==> config.mk <==
export PLATFORM = sky130hd
export DESIGN_NAME = cache_controller
export DESIGN_NICKNAME = d
export VERILOG_FILES = /design/src/common/cache_pkg.sv /design/src/cache_controller/cache_controller.sv
export VERILOG_INCLUDE_DIRS = /design/src /design/src/common
export SDC_FILE = /design/constraint.sdc
export NUM_CORES = 1
export LEC_CHECK = 0
export ABC_AREA = 1
export BUFFER_PORTS_ARGS = -buffer_cell sky130_fd_sc_hd__buf_2
export CAP_MARGIN = 40
export CORE_AREA = 4 4 156 158
export CTS_BUF_LIST = sky130_fd_sc_hd__clkbuf_8
export DETAILED_ROUTE_END_ITERATION = 16
export DIE_AREA = 0 0 160 162
export HOLD_SLACK_MARGIN = 0.05
export PLACE_DENSITY = 0.5
export REMOVE_ABC_BUFFERS = 1
export SLEW_MARGIN = 15
export SYNTH_ARGS = -nofsm -noshare
export SYNTH_HDL_FRONTEND = slang
export SYNTH_SLANG_ARGS = --single-unit
==> constraint.sdc <==
create_clock -name clk -period 2.7 [get_ports clk]
set_input_delay 0.27 -clock clk [delete_from_list [all_inputs] [get_ports clk]]
set_output_delay 0.27 -clock clk [all_outputs]
set_load 0.05 [all_outputs]
==> src/common/cache_defines.svh <==
`ifndef CACHE_DEFINES_SVH
`define CACHE_DEFINES_SVH

// Address split is tag | index | offset, all word addressed
`define ADDR_W      16 // Word address width
`define WORD_W      16 // Processor word
`define LINE_W      64 // Four words per line
`define TAG_W       8  // Upper address bits
`define INDEX_W     6  // 64 lines per cache
`define OFFSET_W    2  // Word within line

`define LINE_ADDR_W 14 // Tag and index together

// Cycles a memory request is held before completion
`define MEM_LATENCY 4

`endif

==> src/common/cache_pkg.sv <==
`include "cache_defines.svh"

package cache_pkg;

	// One address word, decoded either for the caches or for memory
	typedef union packed {
		struct packed {
			logic [`TAG_W-1:0]    tag;    // Compared against stored tag
			logic [`INDEX_W-1:0]  index;  // Selects cache line
			logic [`OFFSET_W-1:0] offset; // Selects word in line
		} f;
		struct packed {
			logic [`LINE_ADDR_W-1:0] line;   // Line number in unified memory
			logic [`OFFSET_W-1:0]    offset; // Unused by memory
		} m;
	} cache_addr_u;

endpackage

==> src/cache_controller/cache_controller.sv <==
`timescale 1ns/1ps
`include "cache_defines.svh"

module cache_controller
	import cache_pkg::*;
(
	input  logic                    clk,
	input  logic                    rst_n,
	input  logic                    i_i_acc,      // Fetch active
	input  logic                    i_d_acc,      // Data access active
	input  logic                    i_write,      // Data access is a store
	input  logic [`ADDR_W-1:0]      i_i_addr,
	input  logic [`ADDR_W-1:0]      i_d_addr,
	input  logic [`WORD_W-1:0]      i_wr_data,
	input  logic                    i_i_hit,
	input  logic                    i_d_hit,
	input  logic                    i_dirty,      // Victim valid and dirty
	input  logic [`TAG_W-1:0]       i_victim_tag,
	input  logic [`LINE_W-1:0]      i_d_line,     // Line at data index
	input  logic [`LINE_W-1:0]      i_m_line,     // Line read from memory
	input  logic                    i_mem_rdy,    // One-cycle completion
	output logic                    o_i_we,
	output logic [`LINE_W-1:0]      o_i_fill,
	output logic                    o_d_we,
	output logic [`LINE_W-1:0]      o_d_fill,
	output logic                    o_d_dirty_in,
	output logic                    o_m_re,
	output logic                    o_m_we,
	output logic [`LINE_ADDR_W-1:0] o_m_addr,
	output logic [`LINE_W-1:0]      o_m_data,
	output logic                    o_rdy         // Access complete this cycle
);

	localparam logic [1:0] START        = 2'd0;
	localparam logic [1:0] SERVICE_MISS = 2'd1;
	localparam logic [1:0] WRITE_BACK   = 2'd2;

	logic [1:0]  state, next_state;
	cache_addr_u i_a, d_a, wb_a;
	logic        d_miss, i_miss;

	assign i_a    = i_i_addr;
	assign d_a    = i_d_addr;
	assign wb_a   = {i_victim_tag, d_a.f.index, {`OFFSET_W{1'b0}}}; // Victim's home line
	assign d_miss = i_d_acc & ~i_d_hit;
	assign i_miss = i_i_acc & ~i_i_hit;

	// Drop one store word into its slot of a line
	function automatic logic [`LINE_W-1:0] merge_word(
		input logic [`LINE_W-1:0]   line,
		input logic [`WORD_W-1:0]   word,
		input logic [`OFFSET_W-1:0] off
	);
		logic [`LINE_W-1:0] merged;
		merged = line;
		merged[off * `WORD_W +: `WORD_W] = word;
		return merged;
	endfunction

	always_ff @(posedge clk or negedge rst_n) begin
		if (!rst_n) begin
			state <= START;
		end else begin
			state <= next_state;
		end
	end

	always_comb begin
		next_state   = state;
		o_i_we       = 1'b0;
		o_i_fill     = i_m_line;
		o_d_we       = 1'b0;
		o_d_fill     = i_m_line;
		o_d_dirty_in = 1'b0;
		o_m_re       = 1'b0;
		o_m_we       = 1'b0;
		o_m_addr     = '0;
		o_m_data     = '0;
		o_rdy        = 1'b0;
		case (state)
			START: begin
				if (d_miss) begin // Data side served first
					if (i_dirty) begin
						o_m_we     = 1'b1;
						o_m_addr   = wb_a.m.line;
						o_m_data   = i_d_line;
						next_state = WRITE_BACK;
					end else begin
						o_m_re     = 1'b1;
						o_m_addr   = d_a.m.line;
						next_state = SERVICE_MISS;
					end
				end else if (i_miss) begin
					o_m_re     = 1'b1;
					o_m_addr   = i_a.m.line;
					next_state = SERVICE_MISS;
				end else begin
					o_rdy = 1'b1; // All active sides hit
					if (i_d_acc && i_write) begin // Store hit, merge into cached line
						o_d_we       = 1'b1;
						o_d_fill     = merge_word(i_d_line, i_wr_data, d_a.f.offset);
						o_d_dirty_in = 1'b1;
					end
				end
			end
			SERVICE_MISS: begin
				o_m_re   = 1'b1; // Held through the completion cycle
				o_m_addr = d_miss ? d_a.m.line : i_a.m.line;
				if (i_mem_rdy) begin
					if (d_miss) begin
						o_d_we = 1'b1;
						if (i_write) begin // Fill then merge
							o_d_fill     = merge_word(i_m_line, i_wr_data, d_a.f.offset);
							o_d_dirty_in = 1'b1;
						end
					end else begin
						o_i_we = 1'b1;
					end
					next_state = START; // Hits next cycle
				end
			end
			WRITE_BACK: begin
				o_m_we   = 1'b1;
				o_m_addr = wb_a.m.line;
				o_m_data = i_d_line; // Victim line unchanged until refill
				if (i_mem_rdy) begin
					next_state = SERVICE_MISS;
				end
			end
			default: begin
				next_state = START;
			end
		endcase
	end

	// Request must not move before memory answers
	a_req_stable: assert property (@(posedge clk) disable iff (!rst_n)
		(o_m_re || o_m_we) && !i_mem_rdy |=>
		$stable(o_m_re) && $stable(o_m_we) && $stable(o_m_addr) && $stable(o_m_data));

	// Refills only land after a read held for the full memory latency
	a_fill_rdy: assert property (@(posedge clk) disable iff (!rst_n)
		(o_i_we || (o_d_we && !o_rdy)) |-> $past(o_m_re, `MEM_LATENCY));

endmodule

==> results.json, run 1 <==
{
  "drt_wl_total_mm": 29.9,
  "status": "finished clean",
  "first_global_vias": 8106,
  "clock_power_share_pct": 2.1,
  "rows": 56,
  "cp_cell_sequence": "nor2_4, buf_4, nand2_1, nand2_1, nand2_1, nand3_1, buf_2",
  "ys_warn_count": 0,
  "diodes": 0,
  "antenna_left": 0,
  "netlist_area_um2": 5850,
  "multi_input_area_um2": 4240,
  "place_area_um2": 7680,
  "cts.sinks": 2,
  "peakVddDrop_mv": 0.497,
  "wire_per_inst_um": 15.9,
  "p_int_w": 0.00147,
  "path_delay_family": "buffers and inverters",
  "nNetsFinal": 1791,
  "crit_path_frequent_cell": "nand2_1",
  "antenna_found_initial": 1,
  "relSlewSlack_pct": 52.9,
  "path_depth": 7,
  "seq_area_frac_synth_pct": 0.856,
  "power.density_nw_per_um2": 792,
  "drt_iter0_markers": 636,
  "slowest_stage": "buf_4",
  "path_clk_slew_ns": 0.03,
  "fin_util_pct": 33.5,
  "die_y_um": 162,
  "drc_errors": 0,
  "cts_root_buf": "clkbuf_8",
  "synth-seq-cells": 2,
  "power_frac_seq_pct": 1.0,
  "tightest_slew_ns": 0.707,
  "power_frac_comb_pct": 96.9,
  "largestRegisters": "state: 2 flops",
  "rsz0062_at_grt": "no",
  "nFillCells": 2753,
  "vias": 8920,
  "start_kind": "register",
  "core_um2": 23100,
  "die_area_um2": 25900,
  "die_x_um": 160,
  "clock.fmax_mhz": 428,
  "netlist_instances": 1298,
  "critPathRequiredTime_ns": 2.43,
  "slew_viol_final": 0,
  "arrival_ns": 2.07,
  "slowest_delay_ns": 0.47,
  "initial_core_util_pct": 25.3,
  "maxCapViolCount": 0,
  "clock_latency_ns": 0.22,
  "crit_buf_inv": 2,
  "io_pins": 405,
  "endpoint_kind": "output port",
  "path_max_fanout": 43,
  "vias_per_cell": 4.74,
  "min_path_type": "in2async",
  "skew_ns": 0.00191,
  "synthArstFlopShare_pct": 100,
  "critical_path_class": "reg2out",
  "timing.hold.ws_ns": 0.391,
  "synth-edff-count": 0,
  "fin_tns_setup_ns": 0,
  "portBuffers": 402,
  "ys.flop_type": "dfrtp_1",
  "clock_tree.htree_level_count": 1,
  "top_register": "state",
  "p_switching_w": 0.00466,
  "cts_buffer_depth": 2,
  "fin_crit_ns": 2.34,
  "grt_overflow": 0,
  "p_leak_nw": 5.02,
  "drt_pass1_iterations": 6,
  "finalSetupViolCount": 0,
  "switching_share_pct": 76.1,
  "finalInstanceArea_um2": 7740,
  "area_delta_synth_final_pct": 32.3,
  "routabilityCongestion": 0.834,
  "seq_area_um2": 51.3,
  "avgSynthCellArea_um2": 4.50,
  "largest_reg_flops": 2,
  "final_common_cell": "nand2_1",
  "grt_pass1_wl_mm": 45.6,
  "grt_max_degree": 66,
  "cts_made_buffers": 3,
  "cts_setup_buffers": 0,
  "period_share_pct": 86.5,
  "yosys.cell_types.count": 20,
  "final_hold_viol_count": 0,
  "final_cell_mix": "nand2_1 (534), buf_2 (401), nand3_1 (256), inv_1 (178), nor2_1 (87)",
  "hpwl_mm": 23.0,
  "cts_tree": "done",
  "r2r_cells": 5,
  "drive_gt1_share_pct": 28.9,
  "grtUsageTotal_pct": 21.5
}
[worst paths after layout]
check / end / slack [ns] / start
max: o_d_fill[5] / 0.36 / state[0]
min: state[1] / 0.39 / rst_n
min in group clk: state[1] / 0.46 / i_d_hit
max reg2reg: state[0] / 1.13 / state[0]
min reg2reg: state[1] / 0.69 / state[1]
max in group asynchronous: state[1] / 2.20 / rst_n
[timing repair]
| item | CTS | global route |
|---|---|---|
| resized for setup | 0 | 0 |
| hold buffers | 1 | 0 |
| endpoints found under the hold margin | 2 | 0 |
[Yosys cell counts, types with 2 or more instances]
master,count,area share (%)
dfrtp_1,2,0.86
ha_1,5,1.1
a21oi_1,17,1.5
nand2_1,534,34
nand3_1,256,22
buf_2,47,4.0
o21ai_0,27,2.3
inv_2,2,0.13
a21boi_0,6,0.77
nand4_1,18,1.9
nor2_1,91,5.8
nor2_2,3,0.32
clkbuf_1,27,1.7
buf_6,5,0.96
inv_1,178,11
buf_4,67,8.6
nor2_4,10,1.9
[cells by family after synthesis]
kind of cell | after synthesis | synth area share (%)
and+or+nand+nor | 913 | 66.3
buffers and inverters | 327 | 27.1
AOI/OAI and AO/OA | 51 | 4.64
adders and majority gates | 5 | 1.07
DFF | 2 | 0.856
[power groups by stage]
stage                     combinational, W  sequential, W  clock (W)
after floorplan                    0.00409      0.0000731          0
after global placement             0.00593      0.0000636          0
after detailed placement           0.00595      0.0000631          0
after CTS                          0.00596      0.0000628   0.000129
after global routing               0.00634      0.0000645   0.000134
final                              0.00594      0.0000627   0.000129
[through the flow]
step | cells | power (W) | setup slack [ns]
floorplan | 1151 | 0.00416 | -4.07
global placement | 1877 | 0.00599 | 0.359
detailed placement | 1877 | 0.00601 | 0.357
CTS | 1882 | 0.00615 | 0.357
global route | 1882 | 0.00654 | 0.200
finish | 1882 | 0.00613 | 0.365
[final cells by class]
cell class	count	area share [%]
Clock buffer	3	0.534
Clock inverter	1	0.0485
Inverter	180	8.73
Multi-Input combinational cell	969	54.7
Sequential cell	2	0.663
Tap cell	290	4.69
Timing Repair Buffer	437	30.6
[worst reg2reg max path: cells and delay by family, from the launching register on]
| family | cells | cell delay (ns) |
|---|---|---|
| AOI/OAI and AO/OA | 1 | 0.07 |
| buffers and inverters | 1 | 0.47 |
| DFF | 1 | 0.46 |
| and+or+nand+nor | 3 | 0.46 |
[per-layer routing]
metal / vias to the layer above / routed length [um] / global-route usage (%)
li1: 4515 / - / -
met1: 4028 / 12800 / 28.6
met2: 359 / 14900 / 38.8
met3: 16 / 1980 / 2.16
met4: 2 / 224 / 2.62
met5: - / 13 / 0
Note: power is estimated with default switching activity, not from simulation.
==> inputs of run 2 (changes only) <==
PLACE_DENSITY = 0.52   (was 0.5)
clock period = 1.9 ns   (was 2.7 ns; I/O delays follow)
==> run 2 against run 1 <==
  * Power grew 86%
  * Global-route usage fell by 0.055 points
  * Setup slack got worse by 0.36 ns
  * Critical path depth increased by 1
  * Register-to-register slack worse by 0.58 ns
  * Die area did not move
  * Sequential power is 42% higher
  * Design area is 26% higher
  * First-iteration DRC count grew 15%
  * Clock skew rose by 0.0033 ns
  * Worst hold slack worse by 0.074 ns
  * Sequential share of layout area is 0.12 points lower
==> results.json, run 2 (same netlist as run 1, synthesis figures left out) <==
{
  "peakVddDrop_mv": 0.742,
  "die_area_um2": 25900,
  "largestRegisters": "state: 2 flops",
  "skew_ns": 0.00520,
  "finalSetupViolCount": 0,
  "final_common_cell": "nand2_1",
  "slowest_stage": "dfrtp_2",
  "critical_path_class": "reg2out",
  "worst_r2r_endpoint": "state[0]",
  "portBuffers": 402,
  "io_pins": 405,
  "antenna_left": 0,
  "power_w": 0.0114,
  "drive_gt1_share_pct": 37.2,
  "clock.fmax_mhz": 529,
  "vias_per_cell": 4.85,
  "drc_errors": 0,
  "maxCapViolCount": 0,
  "top_layer": "met4",
  "cts_tree": "done",
  "wire_per_inst_um": 16.8,
  "r2r_setup_slack_ns": 0.55,
  "initial_core_util_pct": 25.3,
  "arrival_ns": 1.70,
  "p_leak_nw": 5.77,
  "grt_overflow": 0,
  "critPathRequiredTime_ns": 1.71,
  "dp_cells": 1897,
  "drt_wl_total_mm": 32.1,
  "fin_tns_setup_ns": 0,
  "cp_cell_sequence": "nor2_4, nand4_1, buf_6, clkbuf_16, nand2_1, nand2_1, nand3_2, buf_6",
  "die_y_um": 162,
  "wl_met1_mm": 13.3,
  "path_delay_family": "buffers and inverters",
  "place_ws_ns": -0.0829,
  "nNetsFinal": 1824,
  "nFillCells": 2542,
  "slew_viol_final": 0,
  "start_kind": "register",
  "drt_pass1_iterations": 5,
  "final_cell_mix": "nand2_1 (524), buf_2 (261), nand3_1 (196), inv_1 (175), buf_6 (66)",
  "cts_root_buf": "clkbuf_8",
  "routabilityCongestion": 0.848,
  "cts_buffer_depth": 2,
  "power.density_nw_per_um2": 1170,
  "cts.sinks": 2,
  "wl_met3_mm": 2.14,
  "stdcell_count": 1916,
  "r2r_cells": 6,
  "slowest_delay_ns": 0.44,
  "period_share_pct": 99.6,
  "top_register": "state",
  "vias": 9286,
  "clock_tree.htree_level_count": 1,
  "grtUsageTotal_pct": 21.5,
  "met2_length_mm": 16.4,
  "final_hold_viol_count": 0,
  "status": "finished clean",
  "drt_iter0_markers": 730,
  "grt_pass1_wl_mm": 45.5,
  "endpoint_kind": "output port",
  "tightest_slew_ns": 0.421,
  "die_x_um": 160,
  "relSlewSlack_pct": 72.0,
  "rows": 56,
  "largest_reg_flops": 2,
  "crit_buf_inv": 3,
  "area_delta_synth_final_pct": 66.4,
  "path_max_fanout": 14,
  "seq_area_um2": 52.6,
  "hpwl_mm": 23.5,
  "min_path_type": "in2async",
  "grt_max_degree": 36,
  "multi_input_area_um2": 4700,
  "path_clk_slew_ns": 0.03,
  "fin_crit_ns": 1.89,
  "cts_made_buffers": 3,
  "first_global_vias": 8208,
  "core_um2": 23100,
  "rsz0062_at_grt": "yes",
  "antenna_found_initial": 1,
  "r2r_start": "state[0]",
  "setup_ws_ns": 0.00811,
  "clock_latency_ns": 0.22
}
-- run 2: cell count changes in the layout (fill, tap and decap cells not counted), sizes merged --
| cell | delta |
|---|---|
| buf | +21 |
| clkbuf | +12 |
| diode | +1 |
-- run 2: timing repair --
action                                  CTS  global route
gates resized for setup                 121           352
hold buffers                              1             0
endpoints found under the hold margin     2             0
setup buffers                             2             4
endpoints found under the setup margin  136           144
gates cloned                              1             7
pin swaps                                 2             4
-- run 2: stage by stage --
| step | cell area [um^2] | hold slack (ns) | utilization (%) |
|---|---|---|---|
| finish | 9730 | 0.317 | 42.1 |
| global route | 9730 | 0.340 | 42.1 |
| CTS | 8450 | 0.311 | 36.5 |
| detailed placement | 8010 | -0.00839 | 34.7 |
| global placement | 8010 | -0.0138 | 34.7 |
| floorplan | 4940 | -0.106 | - |
-- run 2: worst max path at each step --
| stage | start | end | slack (ns) | depth (start not counted) |
|---|---|---|---|---|
| finish | state[0] | o_d_fill[2] | 0.008 | 8 |
| global route | state[0] | o_d_fill[8] | -0.06 | 8 |
| CTS | state[1] | o_d_fill[44] | 0.003 | 8 |
| detailed placement | i_d_addr[0] | o_d_fill[36] | -0.08 | 11 |
| global placement | i_d_addr[0] | o_d_fill[44] | -0.05 | 11 |
| floorplan | state[1] | o_m_we | -4.79 | 5 |
-- run 2: area by class of cell --
cell class	instances	share of cell area (%)
Clock inverter	1	0.0386
Timing Repair Buffer	470	39.9
Tap cell	290	3.73
Sequential cell	2	0.540
Antenna cell	1	0.0257
Inverter	180	7.00
Multi-Input combinational cell	969	48.3
Clock buffer	3	0.424
-- run 2: routing by layer --
layer	up-vias	track usage, %
li1	4585	-
met1	4272	27.9
met2	409	39.2
met3	20	1.88
met4	0	3.48
met5	-	0
-- run 2: worst reg2reg max path, cell delays in order, from the launching register on --
cell and delay [ns]:
dfrtp_2 0.44, buf_4 0.17, nor2_2 0.17, buf_4 0.21
nand2_1 0.08, nand4_1 0.09, a21oi_1 0.06
-- run 2: where the power goes --
group	switching [W]	total, W	internal (W)
Combinational	0.00723	0.0111	0.00387
Sequential	0.0000290	0.0000888	0.0000599
Clock	0.0000469	0.000185	0.000138
Total	0.00731	0.0114	0.00407
==> inputs of run 3 (changes only) <==
--- a/constraint.sdc
+++ b/constraint.sdc
@@ -3,2 +3,2 @@
 set_output_delay 0.19 -clock clk [all_outputs]
-set_load 0.05 [all_outputs]
+set_load 0.005 [all_outputs]
==> run 3 against run 2 <==
  * Sequential cell count is the same
  * Sequential share of layout area grew 0.078 points
  * Clock skew decreased by 0.0029 ns
  * Final cell count grew 0.26%
  * Highest routed layer unchanged
==> results.json, run 3 (same netlist as run 1, synthesis figures left out) <==
{
  "status": "finished clean",
  "r2r_cells": 7,
  "drc_errors": 0,
  "first_global_vias": 8086,
  "drt_pass1_iterations": 6,
  "area_delta_synth_final_pct": 45.3,
  "slew_viol_final": 0,
  "die_x_um": 160,
  "portBuffers": 402,
  "start_kind": "primary input",
  "maxCapViolCount": 0,
  "tightest_slew_ns": 0.355,
  "cts_buffer_depth": 2,
  "routabilityCongestion": 0.854,
  "period_share_pct": 97.0,
  "io_pins": 405,
  "power_w": 0.00578,
  "final_hold_viol_count": 0,
  "nNetsFinal": 1829,
  "worst_r2r_endpoint": "state[0]",
  "clock.fmax_mhz": 543,
  "rsz0062_at_grt": "yes",
  "r2r_setup_slack_ns": 0.51,
  "largest_reg_flops": 2,
  "cts_root_buf": "clkbuf_8",
  "vias_per_cell": 4.79,
  "initial_core_util_pct": 25.3,
  "final_cell_mix": "nand2_1 (529), buf_2 (400), nand3_1 (252), inv_1 (176), nor2_1 (76)",
  "rows": 56,
  "seq_area_um2": 52.6,
  "setup_ws_ns": 0.0570,
  "fin_crit_ns": 1.84,
  "nFillCells": 2669,
  "cts_made_buffers": 3,
  "largestRegisters": "state: 2 flops",
  "min_path_type": "in2async",
  "power.density_nw_per_um2": 680,
  "relSlewSlack_pct": 76.3,
  "die_y_um": 162,
  "top_register": "state",
  "finalSetupViolCount": 0,
  "critPathRequiredTime_ns": 1.71,
  "antenna_found_initial": 1,
  "p_leak_nw": 5.38,
  "drt_iter0_markers": 893,
  "multi_input_area_um2": 4320,
  "grt_pass1_wl_mm": 45.3,
  "antenna_left": 0,
  "grt_overflow": 0,
  "arrival_ns": 1.65,
  "core_um2": 23100,
  "vias": 9201,
  "endpoint_kind": "output port",
  "grtUsageTotal_pct": 21.4,
  "wire_per_inst_um": 17.0,
  "r2r_start": "state[0]",
  "path_max_fanout": 11,
  "critical_path_class": "in2out",
  "cts_tree": "done",
  "grt_max_degree": 45,
  "hpwl_mm": 23.5,
  "clock_tree.htree_level_count": 1,
  "cts.sinks": 2,
  "place_ws_ns": 0.0464,
  "dp_cells": 1892,
  "drt_wl_total_mm": 32.6,
  "path_clk_slew_ns": 0.03,
  "peakVddDrop_mv": 0.564,
  "stdcell_count": 1921,
  "final_common_cell": "nand2_1",
  "die_area_um2": 25900,
  "drive_gt1_share_pct": 32.1,
  "clock_latency_ns": 0.22,
  "skew_ns": 0.00234
}
-- run 3: changes by cell type in the layout (fill, tap and decap cells not counted), moves of 5 or more --
cell,delta
buf_2,+139
buf_6,-59
nand3_1,+56
nand3_2,-55
buf_8,-48
nor2_1,+25
buf_4,-24
nor2_2,-24
clkbuf_4,-6
nand2_1,+5
-- run 3: metrics by stage --
step	util [%]	hold slack [ns]	setup TNS [ns]	area, um^2
floorplan	-	-0.106	-535.39	4940
global placement	34.3	-0.0126	0	7930
detailed placement	34.3	-0.0116	0	7930
CTS	34.6	0.321	-0.0321	7990
global route	36.8	0.329	-0.291	8500
finish	36.8	0.325	0	8500
-- run 3: worst max-delay path by stage --
stage | startpoint | endpoint | slack (ns)
2_1_floorplan | state[1] | o_d_dirty_in | -3.92
3_3_place_gp | i_d_addr[1] | o_d_fill[6] | 0.06
3_5_place_dp | i_d_addr[0] | o_d_fill[6] | 0.05
4_1_cts | state[1] | o_d_fill[4] | -0.02
5_1_grt | i_d_addr[0] | o_d_fill[38] | -0.05
6_report | i_d_addr[0] | o_d_fill[28] | 0.06
-- run 3: what timing repair did --
action | in CTS | in global routing
pin swaps | 2 | 8
resized for setup | 6 | 38
hold buffers | 1 | 0
endpoints found under the setup margin | 121 | 114
gates cloned | 0 | 13
endpoints found under the hold margin | 2 | 0
buffers inserted | 1 | 10
-- run 3: area by class of cell --
type                       instances  share of cell area (%)
antenna                            1                  0.0294
clock buffer                       3                   0.486
clock inverter                     1                  0.0442
inverter                         180                    7.95
multi-input combinational        969                    50.8
sequential                         2                   0.618
tap                              290                    4.27
timing repair buffer             475                    35.8
-- run 3: critical path, cell delays in order --
cell and delay [ns]:
clkbuf_4 0.14, inv_2 0.07, ha_4 0.28, inv_1 0.06
nor2_4 0.17, buf_12 0.15, buf_6 0.17, nand2_1 0.06
nand2_1 0.07, nand3_1 0.07, nand3_1 0.08, buf_2 0.13
-- run 3: report_power, final --
group	total (W)	switching, W	leakage (nW)	internal, W
logic	0.00550	0.00318	5.33	0.00232
registers	0.0000873	0.0000275	0.0230	0.0000598
clock network	0.000187	0.0000490	0.0269	0.000138
-- run 3: per-layer routing --
metal  vias up  wire length (um)  track usage (%)
li1       4595                 -                -
met1      4122             13400             27.6
met2       456             16100             38.6
met3        28              2570             2.66
met4         0               493             4.11
met5         -                 0                0
